[src/common/tsconf_defs.svh]
`ifndef TSCONF_DEFS_SVH
`define TSCONF_DEFS_SVH

// extended port space, low address byte
`define ZP_EXT_LO   8'hAF

// high address bytes of the extended ports
`define ZP_BORDER   8'h0F
`define ZP_PAGE0    8'h10   // pages 1..3 follow at 11..13
`define ZP_SYSCONF  8'h20
`define ZP_MEMCONF  8'h21
`define ZP_INTMASK  8'h2A

// im2 vectors, highest priority first
`define IV_FRAME    8'hFF
`define IV_LINE     8'hFD
`define IV_DMA      8'hFB

// reset values
`define RST_MEMCONF 8'h01   // rom in window 0
`define RST_INTMASK 3'b001  // frame int only
`define RST_PAGE3   8'h05

`endif

[src/common/tsconf_pkg.sv]
`default_nettype none

package tsconf_pkg;

  // z80 side
  typedef logic [15:0] zaddr_t;
  typedef logic [7:0]  zdata_t;

  // 16k page number
  typedef logic [7:0]  page_t;

  // page followed by 14 bit offset
  typedef logic [21:0] maddr_t;

  // bit 0 frame, bit 1 line, bit 2 dma
  typedef logic [2:0]  intmask_t;

endpackage

`default_nettype wire

[src/hdl/zint.sv]
`timescale 1ns/10ps
`default_nettype none
`include "tsconf_defs.svh"

module zint (
  input  logic                 fclk,
  input  logic                 rst,
  input  tsconf_pkg::intmask_t intmask,
  input  logic                 int_start_frm,
  input  logic                 int_start_lin,
  input  logic                 int_start_dma,
  input  logic                 intack,
  output logic                 int_n,
  output tsconf_pkg::zdata_t   int_dout,
  output logic                 int_oe
);

  import tsconf_pkg::*;

  intmask_t req;
  intmask_t pend;
  intmask_t grant;
  intmask_t ack_sel;     // source handed out in the current ack
  intmask_t ack_clr;
  logic     intack_d;

  // masked starts are simply dropped
  assign req = {int_start_dma, int_start_lin, int_start_frm} & intmask;

  // frame over line over dma
  always_comb begin
    grant    = 3'b000;
    int_dout = `IV_FRAME;   // nothing pending reads as frame vector
    if (pend[0]) begin
      grant    = 3'b001;
      int_dout = `IV_FRAME;
    end else if (pend[1]) begin
      grant    = 3'b010;
      int_dout = `IV_LINE;
    end else if (pend[2]) begin
      grant    = 3'b100;
      int_dout = `IV_DMA;
    end
  end

  assign int_oe  = intack;
  assign ack_clr = (intack_d & ~intack) ? ack_sel : 3'b000;

  always_ff @(posedge fclk) begin
    if (rst) begin
      pend     <= '0;
      ack_sel  <= '0;
      intack_d <= 1'b0;
      int_n    <= 1'b1;
    end else begin
      pend     <= (pend & ~ack_clr) | req;  // new request wins over clear
      intack_d <= intack;
      int_n    <= ~|pend;
      if (intack) begin
        ack_sel <= grant;
      end
    end
  end

  // a pending source only goes away at the end of an ack
  a_int_pending: assert property (@(posedge fclk) disable iff (rst)
    !int_n |-> (|pend || $past(intack_d && !intack)));

endmodule

`default_nettype wire

[src/hdl/zmap.sv]
`timescale 1ns/10ps
`default_nettype none

module zmap (
  input  logic               fclk,
  input  logic               rst,
  input  tsconf_pkg::zaddr_t a,
  input  logic               mreq_s,
  input  tsconf_pkg::page_t  page0,
  input  tsconf_pkg::page_t  page1,
  input  tsconf_pkg::page_t  page2,
  input  tsconf_pkg::page_t  page3,
  input  logic               rom_w0,
  output tsconf_pkg::maddr_t mem_addr,
  output logic               csrom,
  output logic               mem_req
);

  import tsconf_pkg::*;

  logic [1:0] win;
  page_t      win_page;

  assign win = a[15:14];

  always_comb begin
    case (win)
      2'd0:    win_page = page0;
      2'd1:    win_page = page1;
      2'd2:    win_page = page2;
      default: win_page = page3;
    endcase
  end

  assign mem_addr = {win_page, a[13:0]};
  assign csrom    = rom_w0 & (win == 2'd0);   // rom only in window 0

  always_ff @(posedge fclk) begin
    if (rst) begin
      mem_req <= 1'b0;
    end else begin
      mem_req <= mreq_s;
    end
  end

  a_req_single: assert property (@(posedge fclk) disable iff (rst) mem_req |=> !mem_req);

endmodule

`default_nettype wire

[src/hdl/zx_top.sv]
`timescale 1ns/10ps
`default_nettype none

module zx_top (
  input  logic               fclk,
  input  logic               rst,
  input  tsconf_pkg::zaddr_t a,
  input  tsconf_pkg::zdata_t d_in,
  input  logic               iorq_n,
  input  logic               mreq_n,
  input  logic               rd_n,
  input  logic               wr_n,
  input  logic               m1_n,
  input  logic               int_start_frm,
  input  logic               int_start_lin,
  input  logic               int_start_dma,
  output tsconf_pkg::zdata_t d_out,
  output logic               d_oe,
  output logic               int_n,
  output tsconf_pkg::maddr_t mem_addr,
  output logic               csrom,
  output logic               mem_req
);

  import tsconf_pkg::*;

  logic     iord;
  logic     iowr;
  logic     memrd;
  logic     memwr;
  logic     intack;
  logic     iowr_s;
  logic     mreq_s;
  logic     intack_s;
  zdata_t   port_dout;
  logic     port_oe;
  page_t    page0;
  page_t    page1;
  page_t    page2;
  page_t    page3;
  zdata_t   memconf;
  intmask_t intmask;
  zdata_t   int_dout;
  logic     int_oe;

  zsignals u_zsignals (
    .fclk     (fclk),
    .rst      (rst),
    .iorq_n   (iorq_n),
    .mreq_n   (mreq_n),
    .rd_n     (rd_n),
    .wr_n     (wr_n),
    .m1_n     (m1_n),
    .iord     (iord),
    .iowr     (iowr),
    .memrd    (memrd),
    .memwr    (memwr),
    .intack   (intack),
    .iowr_s   (iowr_s),
    .mreq_s   (mreq_s),
    .intack_s (intack_s)
  );

  zports u_zports (
    .fclk      (fclk),
    .rst       (rst),
    .a         (a),
    .d_in      (d_in),
    .iord      (iord),
    .iowr_s    (iowr_s),
    .port_dout (port_dout),
    .port_oe   (port_oe),
    .page0     (page0),
    .page1     (page1),
    .page2     (page2),
    .page3     (page3),
    .memconf   (memconf),
    .intmask   (intmask)
  );

  zmap u_zmap (
    .fclk     (fclk),
    .rst      (rst),
    .a        (a),
    .mreq_s   (mreq_s),
    .page0    (page0),
    .page1    (page1),
    .page2    (page2),
    .page3    (page3),
    .rom_w0   (memconf[0]),
    .mem_addr (mem_addr),
    .csrom    (csrom),
    .mem_req  (mem_req)
  );

  zint u_zint (
    .fclk          (fclk),
    .rst           (rst),
    .intmask       (intmask),
    .int_start_frm (int_start_frm),
    .int_start_lin (int_start_lin),
    .int_start_dma (int_start_dma),
    .intack        (intack),
    .int_n         (int_n),
    .int_dout      (int_dout),
    .int_oe        (int_oe)
  );

  assign d_out = intack ? int_dout : port_dout;   // vector wins during ack
  assign d_oe  = port_oe | int_oe;

  // bus is never driven on writes or memory cycles
  a_no_drive: assert property (@(posedge fclk) disable iff (rst)
    (iowr || memrd || memwr) |-> !d_oe);
  a_ack_drive: assert property (@(posedge fclk) disable iff (rst) intack_s |-> d_oe);

endmodule

`default_nettype wire

[src/zports/zports.sv]
`timescale 1ns/10ps
`default_nettype none
`include "tsconf_defs.svh"

module zports (
  input  logic                 fclk,
  input  logic                 rst,
  input  tsconf_pkg::zaddr_t   a,
  input  tsconf_pkg::zdata_t   d_in,
  input  logic                 iord,
  input  logic                 iowr_s,
  output tsconf_pkg::zdata_t   port_dout,
  output logic                 port_oe,
  output tsconf_pkg::page_t    page0,
  output tsconf_pkg::page_t    page1,
  output tsconf_pkg::page_t    page2,
  output tsconf_pkg::page_t    page3,
  output tsconf_pkg::zdata_t   memconf,
  output tsconf_pkg::intmask_t intmask
);

  import tsconf_pkg::*;

  zdata_t border;
  zdata_t sysconf;
  page_t  pages [4];
  logic   ext_hit;
  zdata_t pg_off;       // high byte relative to first page port
  logic   pg_hit;

  assign ext_hit = (a[7:0] == `ZP_EXT_LO);
  assign pg_off  = a[15:8] - `ZP_PAGE0;
  assign pg_hit  = (pg_off[7:2] == 6'd0);

  always_ff @(posedge fclk) begin
    if (rst) begin
      border   <= '0;
      sysconf  <= '0;
      memconf  <= `RST_MEMCONF;
      intmask  <= `RST_INTMASK;
      pages[0] <= 8'h00;
      pages[1] <= 8'h01;
      pages[2] <= 8'h02;
      pages[3] <= `RST_PAGE3;
    end else if (iowr_s && ext_hit) begin
      case (a[15:8])
        `ZP_BORDER:  border  <= d_in;
        `ZP_SYSCONF: sysconf <= d_in;
        `ZP_MEMCONF: memconf <= d_in;
        `ZP_INTMASK: intmask <= d_in[2:0];
        default: begin
          if (pg_hit) begin
            pages[pg_off[1:0]] <= d_in;
          end
        end
      endcase
    end
  end

  // read back
  always_comb begin
    case (a[15:8])
      `ZP_BORDER:  port_dout = border;
      `ZP_SYSCONF: port_dout = sysconf;
      `ZP_MEMCONF: port_dout = memconf;
      `ZP_INTMASK: port_dout = {5'b00000, intmask};
      default:     port_dout = pg_hit ? pages[pg_off[1:0]] : 8'hFF; // unlisted port
    endcase
  end

  assign port_oe = iord & ext_hit;

  assign page0 = pages[0];
  assign page1 = pages[1];
  assign page2 = pages[2];
  assign page3 = pages[3];

  // no register write while a read drives the bus
  a_no_wr_in_rd: assert property (@(posedge fclk) disable iff (rst) iowr_s |-> !iord);

endmodule

`default_nettype wire

[src/zports/zsignals.sv]
`timescale 1ns/10ps
`default_nettype none

module zsignals (
  input  logic fclk,
  input  logic rst,
  input  logic iorq_n,
  input  logic mreq_n,
  input  logic rd_n,
  input  logic wr_n,
  input  logic m1_n,
  output logic iord,
  output logic iowr,
  output logic memrd,
  output logic memwr,
  output logic intack,
  output logic iowr_s,
  output logic mreq_s,
  output logic intack_s
);

  // registered strobes, active high
  logic iorq;
  logic mreq;
  logic rd;
  logic wr;
  logic m1;

  logic iowr_d;
  logic mreq_d;
  logic intack_d;

  always_ff @(posedge fclk) begin
    if (rst) begin
      iorq <= 1'b0;
      mreq <= 1'b0;
      rd   <= 1'b0;
      wr   <= 1'b0;
      m1   <= 1'b0;
    end else begin
      iorq <= ~iorq_n;
      mreq <= ~mreq_n;
      rd   <= ~rd_n;
      wr   <= ~wr_n;
      m1   <= ~m1_n;
    end
  end

  assign iord   = iorq & rd & ~m1;
  assign iowr   = iorq & wr & ~m1;
  assign memrd  = mreq & rd;
  assign memwr  = mreq & wr;
  assign intack = iorq & m1;      // m1 with iorq is the int ack cycle

  // start pulses, one clock behind the levels
  always_ff @(posedge fclk) begin
    if (rst) begin
      iowr_d   <= 1'b0;
      mreq_d   <= 1'b0;
      intack_d <= 1'b0;
      iowr_s   <= 1'b0;
      mreq_s   <= 1'b0;
      intack_s <= 1'b0;
    end else begin
      iowr_d   <= iowr;
      mreq_d   <= mreq;
      intack_d <= intack;
      iowr_s   <= iowr & ~iowr_d;
      mreq_s   <= mreq & ~mreq_d;
      intack_s <= intack & ~intack_d;
    end
  end

  a_rd_wr_excl: assert property (@(posedge fclk) disable iff (rst) !(iord && iowr));

endmodule

`default_nettype wire
[config.mk]
export PLATFORM = sky130hd
export DESIGN_NAME = zx_top
export DESIGN_NICKNAME = d
export VERILOG_FILES = /design/src/common/tsconf_pkg.sv /design/src/hdl/zint.sv /design/src/hdl/zmap.sv /design/src/hdl/zx_top.sv /design/src/zports/zports.sv /design/src/zports/zsignals.sv
export VERILOG_INCLUDE_DIRS = /design/src /design/src/common
export SDC_FILE = /design/constraint.sdc
export NUM_CORES = 1
export LEC_CHECK = 0
export BUFFER_PORTS_ARGS = -buffer_cell sky130_fd_sc_hd__buf_2
export CORE_UTILIZATION = 40
export DETAILED_ROUTE_END_ITERATION = 8
export GPL_ROUTABILITY_DRIVEN = 1
export PLACE_DENSITY = 0.6
export SLEW_MARGIN = 0
export SYNTH_ARGS = -nofsm -noshare
export SYNTH_HDL_FRONTEND = slang
export SYNTH_SLANG_ARGS = --single-unit
export TNS_END_PERCENT = 50
[constraint.sdc]
create_clock -name fclk -period 2.03 [get_ports fclk]
set_input_delay 0.1015 -clock fclk [delete_from_list [all_inputs] [get_ports fclk]]
set_output_delay 0.1015 -clock fclk [all_outputs]
set_load 0.1 [all_outputs]
# == Yosys cells after proc, flatten, opt, wreduce, memory -nomap -nowiden ==
# Memories as Yosys holds them, arrays and structs flattened.
# Index checks and enable logic that the tools add are counted.
# word_totals
ramBits,32
mem_bits_ro,0
in_bits,34
word_cells,83
mem_count,1
register_bits,45
latchBits,0
# mem_list
memory,words,width,read_ports,rd_ports_with_merged_regs,write_ports,line,rtl
u_zports.pages,4,8,5,0,4,zports.sv:26,page_t pages [4];
# classes
div_mod_pow,0
n_bitwise,24
n_mux,21
addsub,1
n_shift,0
n_lt_le_gt_ge,0
n_reduce_logical,11
n_eq_ne,7
multipliers,0
# ops
op,count
2-to-1 mux 8 bit,5
case mux 8 bit (4 select lines),1
"equality test 8 x 6 -> 1 bit, second input constant",3
case mux 8 bit (3 select lines),1
2-to-1 mux 3 bit,5
AND 1 bit,10
inverter 1 bit,9
"equality test 8 x 4 -> 1 bit, second input constant",1
"equality test 8 bit, second input constant",1
2-to-1 mux 1 bit,8
AND reduction 2 bit,4
OR reduction 8 bit,1
"subtractor 8 x 5 -> 8 bit, second input constant",1
AND 3 bit,2
logical NOT 6 bit,1
OR reduction 4 bit,1
inverter 3 bit,1
bitwise OR 3 bit,1
OR reduction 3 bit,1
"equality test 2 x 1 -> 1 bit, second input constant",1
"equality test 2 bit, second input constant",1
logical NOT 2 bit,1
2-to-1 mux 2 bit,1
logical AND 1 bit,1
2 further kinds,2

# == Logic depth before layout (Yosys ltp) ==
# Gate-level depths: netlist (run 1).
# logic_depth
word_depth,9
mapped_depth,6
depth_no_buf,4

# == By module ==
# From an unflattened synthesis (run 1), not the netlist that was laid out.
# unflattened
cells_unflattened,368
area_unflattened_um2,4189.0
# modules_own_cells
mod,area_per_inst_um2,seq_area_each_um2,instances,cells_each
zports,2985.4,1501.4,1,260
zint,379.1,160.2,1,40
zsignals,351.6,220.2,1,31
zmap,335.3,20.0,1,27
zx_top,137.6,0.0,1,10

# == Worst setup path before layout (run 1) ==
# OpenSTA, ideal clock, no wires.
# synth_timing
kind,flip-flop to output port
from,register u_zports.memconf[0]
to,output port csrom
required_time_ns,1.929
setup_slack_ns,-0.591
arrival_time_ns,2.520
stages_incl_launch_ff,2
path_cell_list,dfxtp_1 -> nor3b_1
# synth_via
elab_chain_cells,1
# synth_rtl
element,line,rtl
from (decl),zports.sv:18,"output tsconf_pkg::zdata_t memconf,"
from (signal assigned),zports.sv:39,memconf <= `RST_MEMCONF;
from (signal assigned),zports.sv:49,`ZP_MEMCONF: memconf <= d_in;
AND 1 bit,zmap.sv:36,assign csrom = rom_w0 & (win == 2'd0);
to (decl),zx_top.sv:21,"output logic csrom,"
# Every way passes these cells.

# == Worst setup path after layout (run 1) ==
# layout_timing
from,register u_zsignals.iorq
to,output port d_out[2]
# layout_via
elab_chain_cells,2
# layout_rtl
element,line,rtl
from (decl),zsignals.sv:23,logic iorq;
from (signal assigned),zsignals.sv:41,iorq <= ~iorq_n;
AND 1 bit,zsignals.sv:53,assign intack = iorq & m1;
2-to-1 mux 8 bit,zx_top.sv:109,assign d_out = intack ? int_dout : port_dout;
to (decl),zx_top.sv:17,"output tsconf_pkg::zdata_t d_out,"
# Every way passes these cells.

==> flow_metrics.py, run 1 <==
metrics = {
    "status": {
        "outcome": "complete, no violations",
    },
    "drt": {
        "first_pass_iters": 4,
        "drcViolationCount": 0,
        "viasPerCell": 5.613,
        "wl_mm": 9.647,
        "vias": 3093,
        "first_iter_violations": 183,
        "drtAntennaViolNets": 0,
        "post_drt_wl_per_cell_um": 17.51,
    },
    "placed_design": {
        "globalplace.congestion": 0.8143,
        "hpwlAfterDp_mm": 6.705,
        "port_buffers": 67,
        "placed_area_mm2": 0.004473,
    },
    "cts": {
        "cts_buffers": 9,
        "cts_tree": "done",
        "h-tree-depth": 3,
        "clk_latency_ns": 0.35,
        "cts.sinks": 77,
        "cts_buffer_depth": 2,
        "cts_setup_buffers": 0,
        "cts_root_buf": "clkbuf_8",
        "clk_pin_slew_worst_paths_ns": 0.08,
    },
    "finish": {
        "nets": 451,
        "diodes": 0,
        "mostFrequentLayoutCell": "buf_2",
        "area_growth_pct": 21.75,
        "final_cell_mix": "59 x buf_2, 42 x dfxtp_1, 32 x edfxtp_1, 29 x a21oi_1, 27 x buf_4",
        "drive_gt1_share_pct": 32.94,
        "final_core_utilization_pct": 50.69,
        "design_area_mm2": 0.004728,
    },
    "run": {
        "cap_viol_max_count": 0,
    },
    "synthesis": {
        "synth_edf_count": 32,
        "netlist_area_mm2": 0.003884,
        "synth_nets": 378,
        "postSynth.asyncResetShare_pct": 0,
        "ys_ff_latch": 77,
        "synth.area.top_cells": "edfxtp_1 25%, dfxtp_1 23%, mux4_1 5.4%",
        "syn_avg_cell_area_um2": 11.29,
        "yosys_warnings": 0,
        "ys_seq_area_share_pct": 47.94,
        "synth_largest_area_cell": "edfxtp_1",
        "synth_top_area_share_pct": 24.74,
        "syn_inst": 344,
        "synth_cell_types": 55,
        "synth_top_flop_cell": "dfxtp_1",
    },
    "timing": {
        "finalMaxSlewViolations": 0,
        "timing.final.crit_period_ns": 1.967,
        "tns_ns": 0,
        "worst_slew_pin_slew_ns": 0.4910,
        "clock_skew_ns": 0.01009,
        "fmax_mhz": 508.3,
        "finalSetupViolations": 0,
        "finalHoldViolCount": 0,
        "min_period_over_period_pct": 96.91,
        "rsz0062_at_grt": "false",
        "relSlewSlack_pct": 67.49,
    },
    "floorplan": {
        "rows": 35,
        "die_width_um": 100.5,
        "core-area_mm2": 0.009328,
        "die_area_mm2": 0.01011,
        "ioPinCount": 68,
        "initial_core_util_pct": 41.64,
        "fp.dieH_um": 100.5,
    },
    "grt": {
        "grtUsageTotal_pct": 19.85,
        "grt_max_degree": 44,
        "grt_pass1_wl_mm": 15.04,
        "grt-ovfl-total": 0,
        "grt_antenna_before_repair": 0,
        "grt_pass1_vias": 2849,
    },
    "critical_path": {
        "ff2ff_path_depth": 3,
        "worstSetupEndpointType": "output pin",
        "path_class": "reg -> out",
        "start_kind": "flop",
        "cp.arrival_ns": 1.87,
        "critPathMaxFanout": 2,
        "worstPathRequired_ns": 1.93,
    },
    "pwr": {
        "p_leak_nw": 1.866,
        "p_per_area_mw_per_mm2": 701.4,
        "vdd_drop_max_mv": 0.3141,
    },
    "hold_path": {
        "hold_class": "in -> reg",
        "hold_depth": 3,
    },
}
cell families (layout without fill, tap and decap cells):
kind of cell	after synthesis	in the layout	synth area share, %
AND/OR/NAND/NOR	119	119	20.26
flip-flops	77	77	47.94
multiplexers	24	24	12.11
buffers and inverters	39	117	6.153
AO/OA/AOI/OAI	85	85	13.53
final cells by class:
class / instances / area [um2]
clock inverter: 6 / 63.81
multi-input combinational: 228 / 1788
timing repair buffer: 100 / 718.2
clock buffer: 10 / 127.6
tap: 129 / 161.4
fill: 838 / 4599
sequential: 77 / 1866
inverter: 1 / 3.754
final timing paths:
path / start / slack (ns) / endpoint
setup / recovery: u_zsignals.iorq / 0.06 / d_out[2]
hold / removal: int_start_lin / 0.02 / u_zint.pend[1]
setup reg to reg: u_zsignals.iowr_s / 0.58 / u_zports.pages[1][1]
hold reg to reg: u_zsignals.mreq_d / 0.39 / u_zsignals.mreq_s
metrics by stage:
stage | hold slack [ns] | std cells | setup slack (ns) | power (mW)
floorplan | 0.1682 | 344 | 0.07327 | 2.074
detailed placement | 0.2539 | 529 | 0.2748 | 2.208
global route | 0.03262 | 551 | 0.004644 | 3.425
CTS | 0.0007276 | 551 | 0.01586 | 3.348
finish | 0.01616 | 551 | 0.06275 | 3.317
global placement | 0.2518 | 529 | 0.2805 | 2.206
where the power goes:
group	internal, mW	switching [mW]	total [mW]
registers	1.63	0.0137	1.65
clock network	0.569	0.566	1.13
logic	0.144	0.390	0.534
total	2.35	0.969	3.32
metal layers:
layer | vias up | track usage [%] | routed length (um) | part of all wire, %
met5 | - | 0 | 0 | 0
li1 | 1464 | - | - | -
met1 | 1521 | 26.17 | 4342 | 45
met4 | 0 | 6.912 | 114 | 1.2
met3 | 9 | 4.854 | 553 | 5.7
met2 | 99 | 31.93 | 4637 | 48
critical path, cell delays in order, from the launching register on:
cell     delay, ns
dfxtp_2       0.34
nand2_2       0.06
or4b_2        0.66
o21ai_1       0.11
o21ba_2       0.20
buf_12        0.16
registers in the layout (all words and copies together) (netlist names):
| register | count |
|---|---|
| u_zsignals.mreq_s | 1 |
| u_zint.intack_d | 1 |
| u_zports.sysconf | 8 |
| u_zports.pages | 32 |
| u_zports.intmask | 3 |
| u_zint.pend | 3 |
| u_zsignals.mreq | 1 |
| u_zsignals.mreq_d | 1 |
| u_zsignals.m1 | 1 |
| u_zports.border | 8 |
| u_zsignals.iowr_d | 1 |
| u_zsignals.iorq | 1 |
| u_zsignals.wr | 1 |
| u_zsignals.iowr_s | 1 |
| u_zsignals.rd | 1 |
| u_zint.int_n | 1 |
| u_zint.ack_sel | 3 |
| u_zports.memconf | 8 |
| u_zmap.mem_req | 1 |
synthesized netlist by cell type, drive strengths merged, types with 8 or more instances:
| master | count |
|---|---|
| nand4 | 16 |
| mux2i | 8 |
| dfxtp | 45 |
| nor2 | 11 |
| edfxtp | 32 |
| a21oi | 29 |
| mux4 | 16 |
| clkbuf | 12 |
| o21ai | 27 |
| nand3 | 21 |
| and3 | 16 |
| buf | 26 |
| and2 | 15 |
timing repair:
| action | CTS | global route |
|---|---|---|
| endpoints found under the hold margin | 6 | 0 |
| endpoints found under the setup margin | 0 | 1 |
| hold buffers | 6 | 0 |
| resized for setup | 0 | 4 |
Note: power is estimated with default switching activity, not from simulation.
==> run 2: changes to the inputs <==
==> constraint.sdc (replaced) <==
create_clock -name fclk -period 2 [get_ports fclk]
set_input_delay 0.1 -clock fclk [delete_from_list [all_inputs] [get_ports fclk]]
set_output_delay 0.1 -clock fclk [all_outputs]
set_load 0.1 [all_outputs]
==> run 2 against run 1 <==
Setup slack improved by 0.058 ns. Combinational power increased by 1%. Sequential share of layout area increased by 0.29 points. Global-route usage increased by 0.73 points. Flip-flop and latch count unchanged. First-iteration DRC count increased by 0.55%.
==> flow_metrics.py, run 2 (synthesis gave the netlist of run 1 again) <==
metrics = {
    "critical_path": {
        "critPathMaxFanout": 2,
        "path_class": "reg -> out",
        "start_kind": "flop",
        "cp.arrival_ns": 1.78,
        "worstPathRequired_ns": 1.90,
        "worstSetupEndpointType": "output pin",
    },
    "finish": {
        "largest_register": "u_zports.pages",
        "fillers": 871,
        "diodes": 0,
        "mostFrequentLayoutCell": "buf_2",
        "nets": 448,
        "fin_cells": 548,
        "final_cell_mix": "59 x buf_2, 45 x dfxtp_1, 32 x edfxtp_1, 29 x a21oi_1, 27 x o21ai_0",
        "drive_gt1_share_pct": 31.98,
        "area_growth_pct": 20.62,
        "largest_reg_flops": 32,
    },
    "pwr": {
        "finalPower_mw": 3.264,
        "vdd_drop_max_mv": 0.3014,
        "p_leak_nw": 1.828,
        "p_per_area_mw_per_mm2": 696.7,
    },
    "drt": {
        "first_pass_iters": 4,
        "wl_mm": 9.743,
        "wl_met3_um": 487,
        "met1_length_mm": 4.476,
        "first_iter_violations": 184,
        "post_drt_wl_per_cell_um": 17.78,
        "viasPerCell": 5.520,
        "drtAntennaViolNets": 0,
        "drcViolationCount": 0,
        "dr_wl_met2_mm": 4.650,
        "highest_layer": "met4",
        "vias": 3025,
    },
    "timing": {
        "min_period_over_period_pct": 93.94,
        "relSlewSlack_pct": 60.61,
        "clock_skew_ns": 0.01185,
        "finalSetupViolations": 0,
        "fmax_mhz": 532.2,
        "finalMaxSlewViolations": 0,
        "worst_slew_pin_slew_ns": 0.5909,
        "finalHoldViolCount": 0,
        "tns_ns": 0,
        "timing.final.crit_period_ns": 1.879,
        "rsz0062_at_grt": "false",
    },
    "floorplan": {
        "die_width_um": 100.5,
        "core-area_mm2": 0.009328,
        "fp.dieH_um": 100.5,
        "die_area_mm2": 0.01011,
        "ioPinCount": 68,
        "initial_core_util_pct": 41.64,
        "rows": 35,
    },
    "grt": {
        "grt_pass1_vias": 2969,
        "grt_pass1_wl_mm": 15.63,
        "grt-ovfl-total": 0,
        "grtUsageTotal_pct": 20.58,
        "grt_antenna_before_repair": 0,
        "grt_max_degree": 42,
    },
    "hold_path": {
        "hold_class": "in -> reg",
    },
    "status": {
        "outcome": "complete, no violations",
    },
    "cts": {
        "cts_buffer_depth": 2,
        "h-tree-depth": 3,
        "cts_root_buf": "clkbuf_8",
        "clk_latency_ns": 0.35,
        "clk_pin_slew_worst_paths_ns": 0.08,
        "cts_buffers": 9,
        "cts.sinks": 77,
        "cts_setup_buffers": 0,
        "cts_tree": "done",
    },
    "run": {
        "cap_viol_max_count": 0,
    },
    "placed_design": {
        "globalplace.congestion": 0.8360,
        "hpwlAfterDp_mm": 6.861,
        "dp.cells": 526,
        "port_buffers": 67,
    },
}
==> run 2: cell types whose count changed in the layout (fill, tap and decap cells not counted), moves of 2 or more <==
cell | previous run | this run
dfxtp_2 | 3 | 0
dfxtp_1 | 42 | 45
clkinvlp_4 | 0 | 2
clkinv_2 | 2 | 0
clkinv_4 | 2 | 4
buf_4 | 27 | 24
==> run 2: area by class of cell <==
| cell class | instances | area, um2 | area share (%) |
|---|---|---|---|
| flip-flops and latches | 77 | 1862 | 39.74 |
| clock buffers | 10 | 127.6 | 2.724 |
| inverters | 1 | 3.754 | 0.08013 |
| well taps | 129 | 161.4 | 3.446 |
| multi-input cells | 228 | 1797 | 38.35 |
| clock inverters | 6 | 50.05 | 1.068 |
| repair buffers | 97 | 683.2 | 14.58 |
==> run 2: path summary, 6_finish.rpt <==
path                             start                    to  slack [ns]  cells after the start
setup / recovery  u_zports.pages[3][0]              d_out[0]        0.12                      3
hold / removal           int_start_lin        u_zint.pend[1]       0.006                      3
setup reg to reg     u_zsignals.iowr_s  u_zports.pages[1][2]        0.52                      3
hold reg to reg      u_zsignals.iowr_d     u_zsignals.iowr_s        0.39                      1
==> run 2: layer usage <==
layer | vias up | GRT usage (%)
met5 | - | 0
met4 | 0 | 7.804
met3 | 11 | 3.606
met2 | 92 | 32.82
met1 | 1465 | 28.02
li1 | 1457 | -
==> run 2: report_power, final <==
group          internal, mW  total (mW)  switching (mW)
Clock                 0.459        1.05           0.593
Combinational         0.143       0.540           0.397
Sequential             1.66        1.67          0.0138
Total                  2.26        3.26            1.00
==> run 2: worst max-delay path: stages, from the launching register on <==
cell and delay [ns]:
edfxtp_1 0.40, mux4_2 0.52, o22a_2 0.24, clkbuf_4 0.27
==> run 2: through the flow <==
stage | cell area, um2 | setup slack (ns) | hold WS (ns) | utilization (%)
after floorplan | 3889 | 0.04627 | 0.1667 | -
after global placement | 4436 | 0.2377 | 0.2503 | 47.55
after detailed placement | 4436 | 0.2178 | 0.2551 | 47.55
after CTS | 4677 | 0.04111 | 0.002493 | 50.14
after global routing | 4684 | 0.06281 | 0.01349 | 50.22
final | 4684 | 0.1211 | 0.005607 | 50.22
==> run 2: what timing repair did <==
item	4_1_cts	5_1_grt
hold endpoints to repair	6	0
gates cloned	0	0
hold buffers	6	0
gates resized for setup	1	2
endpoints found under the setup margin	1	1
==> run 3: changes to the inputs <==
--- a/config.mk
+++ b/config.mk
@@ -7,10 +7,12 @@
 export NUM_CORES = 1
 export LEC_CHECK = 0
 export BUFFER_PORTS_ARGS = -buffer_cell sky130_fd_sc_hd__buf_2
+export CAP_MARGIN = 20
 export CORE_UTILIZATION = 40
 export DETAILED_ROUTE_END_ITERATION = 8
 export GPL_ROUTABILITY_DRIVEN = 1
 export PLACE_DENSITY = 0.6
+export REMOVE_ABC_BUFFERS = 1
 export SLEW_MARGIN = 0
 export SYNTH_ARGS = -nofsm -noshare
 export SYNTH_HDL_FRONTEND = slang
==> run 3 against run 2 <==
Flip-flop and latch count stayed put. Hold slack worse by 0.0015 ns. Routed wire length is 3.9% higher. Sequential power hardly changed. Highest routed layer unchanged. Core utilization is 0.89 points higher. First-iteration DRC count is 13% lower. Final cell count stayed put.
==> flow_metrics.py, run 3 (synthesis gave the netlist of run 1 again) <==
metrics = {
    "finish": {
        "fillers": 830,
        "regArea_mm2": 0.001869,
        "diodes": 0,
        "area_growth_pct": 22.74,
        "largest_reg_flops": 32,
        "nets": 448,
        "largest_register": "u_zports.pages",
        "mostFrequentLayoutCell": "buf_2",
        "multiInputGateArea_mm2": 0.001802,
        "drive_gt1_share_pct": 32.22,
        "fin_cells": 548,
        "final_cell_mix": "59 x buf_2, 43 x dfxtp_1, 32 x edfxtp_1, 29 x a21oi_1, 26 x o21ai_0",
    },
    "critical_path": {
        "critPathMaxFanout": 3,
        "reg2reg_from": "u_zsignals.iowr_s",
        "worstSetupEndpointType": "output pin",
        "cp.arrival_ns": 1.77,
        "path_class": "reg -> out",
        "crit_start": "u_zports.intmask[0]",
        "start_kind": "flop",
        "worstPathRequired_ns": 1.90,
    },
    "cts": {
        "clk_latency_ns": 0.35,
        "h-tree-depth": 3,
        "clk_pin_slew_worst_paths_ns": 0.08,
        "cts_buffers": 9,
        "cts_tree": "done",
        "cts_root_buf": "clkbuf_8",
        "cts_buffer_depth": 2,
        "cts.sinks": 77,
    },
    "pwr": {
        "p_leak_nw": 1.881,
        "sequentialPowerShare_pct": 46.0,
        "power_switching_uw": 997.1,
        "pwr-share-comb_pct": 15.1,
        "p_int_mw": 2.632,
        "clkPwrFrac_pct": 38.9,
        "vdd_drop_max_mv": 0.3103,
        "p_per_area_mw_per_mm2": 761.3,
        "p_sw_share_pct": 27.48,
    },
    "timing": {
        "relSlewSlack_pct": 56.70,
        "fmax_mhz": 535.9,
        "finalHoldViolCount": 0,
        "timing.final.crit_period_ns": 1.866,
        "rsz0062_at_grt": "false",
        "tns_ns": 0,
        "finalWorstSetupSlack_ns": 0.1339,
        "worst_slew_pin_slew_ns": 0.6495,
        "min_period_over_period_pct": 93.31,
        "clock_skew_ns": 0.004624,
        "finalSetupViolations": 0,
        "finalMaxSlewViolations": 0,
    },
    "placed_design": {
        "globalplace.congestion": 0.7850,
        "hpwlAfterDp_mm": 7.220,
        "port_buffers": 67,
        "post-place-ws_ns": 0.1702,
        "dp.cells": 525,
    },
    "drt": {
        "vias": 3084,
        "first_pass_iters": 5,
        "wl_mm": 10.13,
        "first_iter_violations": 161,
        "drcViolationCount": 0,
        "drtAntennaViolNets": 0,
        "post_drt_wl_per_cell_um": 18.48,
        "viasPerCell": 5.628,
    },
    "hold_path": {
        "hold_class": "in -> reg",
        "hold_start": "int_start_lin",
    },
    "status": {
        "outcome": "complete, no violations",
    },
    "grt": {
        "grt_pass1_wl_mm": 16.10,
        "grt_pass1_vias": 2906,
        "grtUsageTotal_pct": 21.22,
        "grt-ovfl-total": 0,
        "grt_max_degree": 48,
        "grt_antenna_before_repair": 0,
    },
    "floorplan": {
        "die_width_um": 100.5,
        "fp.dieH_um": 100.5,
        "die_area_mm2": 0.01011,
        "rows": 35,
        "initial_core_util_pct": 41.64,
        "core-area_mm2": 0.009328,
        "ioPinCount": 68,
    },
    "run": {
        "cap_viol_max_count": 0,
    },
}
## run 3: through the flow
step | hold WS [ns] | util, % | total power [mW] | area [um2]
2_1_floorplan | 0.1667 | - | 1.934 | 3649
3_3_place_gp | 0.2542 | 47.58 | 2.240 | 4438
3_5_place_dp | 0.2547 | 47.58 | 2.244 | 4438
4_1_cts | 0.0009504 | 51.07 | 3.642 | 4763
5_1_grt | 0.02653 | 51.11 | 3.737 | 4767
6_report | 0.004099 | 51.11 | 3.629 | 4767
## run 3: layer usage
metal / global-route usage (%) / share of wire [%] / vias up
met3: 4.369 / 6.6 / 14
met5: 0 / 0 / -
met1: 28.67 / 43 / 1521
met2: 34.40 / 49 / 86
li1: - / - / 1463
met4: 6.466 / 1.2 / 0
## run 3: final timing paths
check,endpoint,slack [ns],cells after the start
max,d_out[0],0.13,5
min,u_zint.pend[1],0.004,3
max reg2reg,u_zports.pages[1][6],0.58,3
min reg2reg,u_zsignals.iowr_s,0.39,1
## run 3: layout make-up
cell class / instances / share of cell area (%)
sequential: 77 / 39.21
multi-input combinational: 228 / 37.80
timing repair buffer: 97 / 14.54
tap: 129 / 3.386
clock buffer: 10 / 2.677
clock inverter: 6 / 2.310
inverter: 1 / 0.07874
## run 3: repair_timing
| item | CTS | global route |
|---|---|---|
| resized for setup | 8 | 1 |
| endpoints found under the hold margin | 5 | 0 |
| setup endpoints to repair | 1 | 1 |
| buffers inserted | 2 | 0 |
| pin swaps | 0 | 0 |
| hold buffers | 5 | 0 |
## run 3: critical path, stage by stage, from the launching register on
cell and delay (ns):
dfxtp_1 0.40, nor4bb_1 0.27, a21oi_1 0.09, o32ai_2 0.23, o22a_2 0.25, buf_12 0.18
## run 3: power by group through the flow
stage | clock network [mW] | logic [mW] | registers [mW]
2_1_floorplan | 0 | 0.219 | 1.72
3_3_place_gp | 0 | 0.531 | 1.71
3_5_place_dp | 0 | 0.534 | 1.71
4_1_cts | 1.42 | 0.550 | 1.67
5_1_grt | 1.49 | 0.572 | 1.68
6_report | 1.41 | 0.547 | 1.67
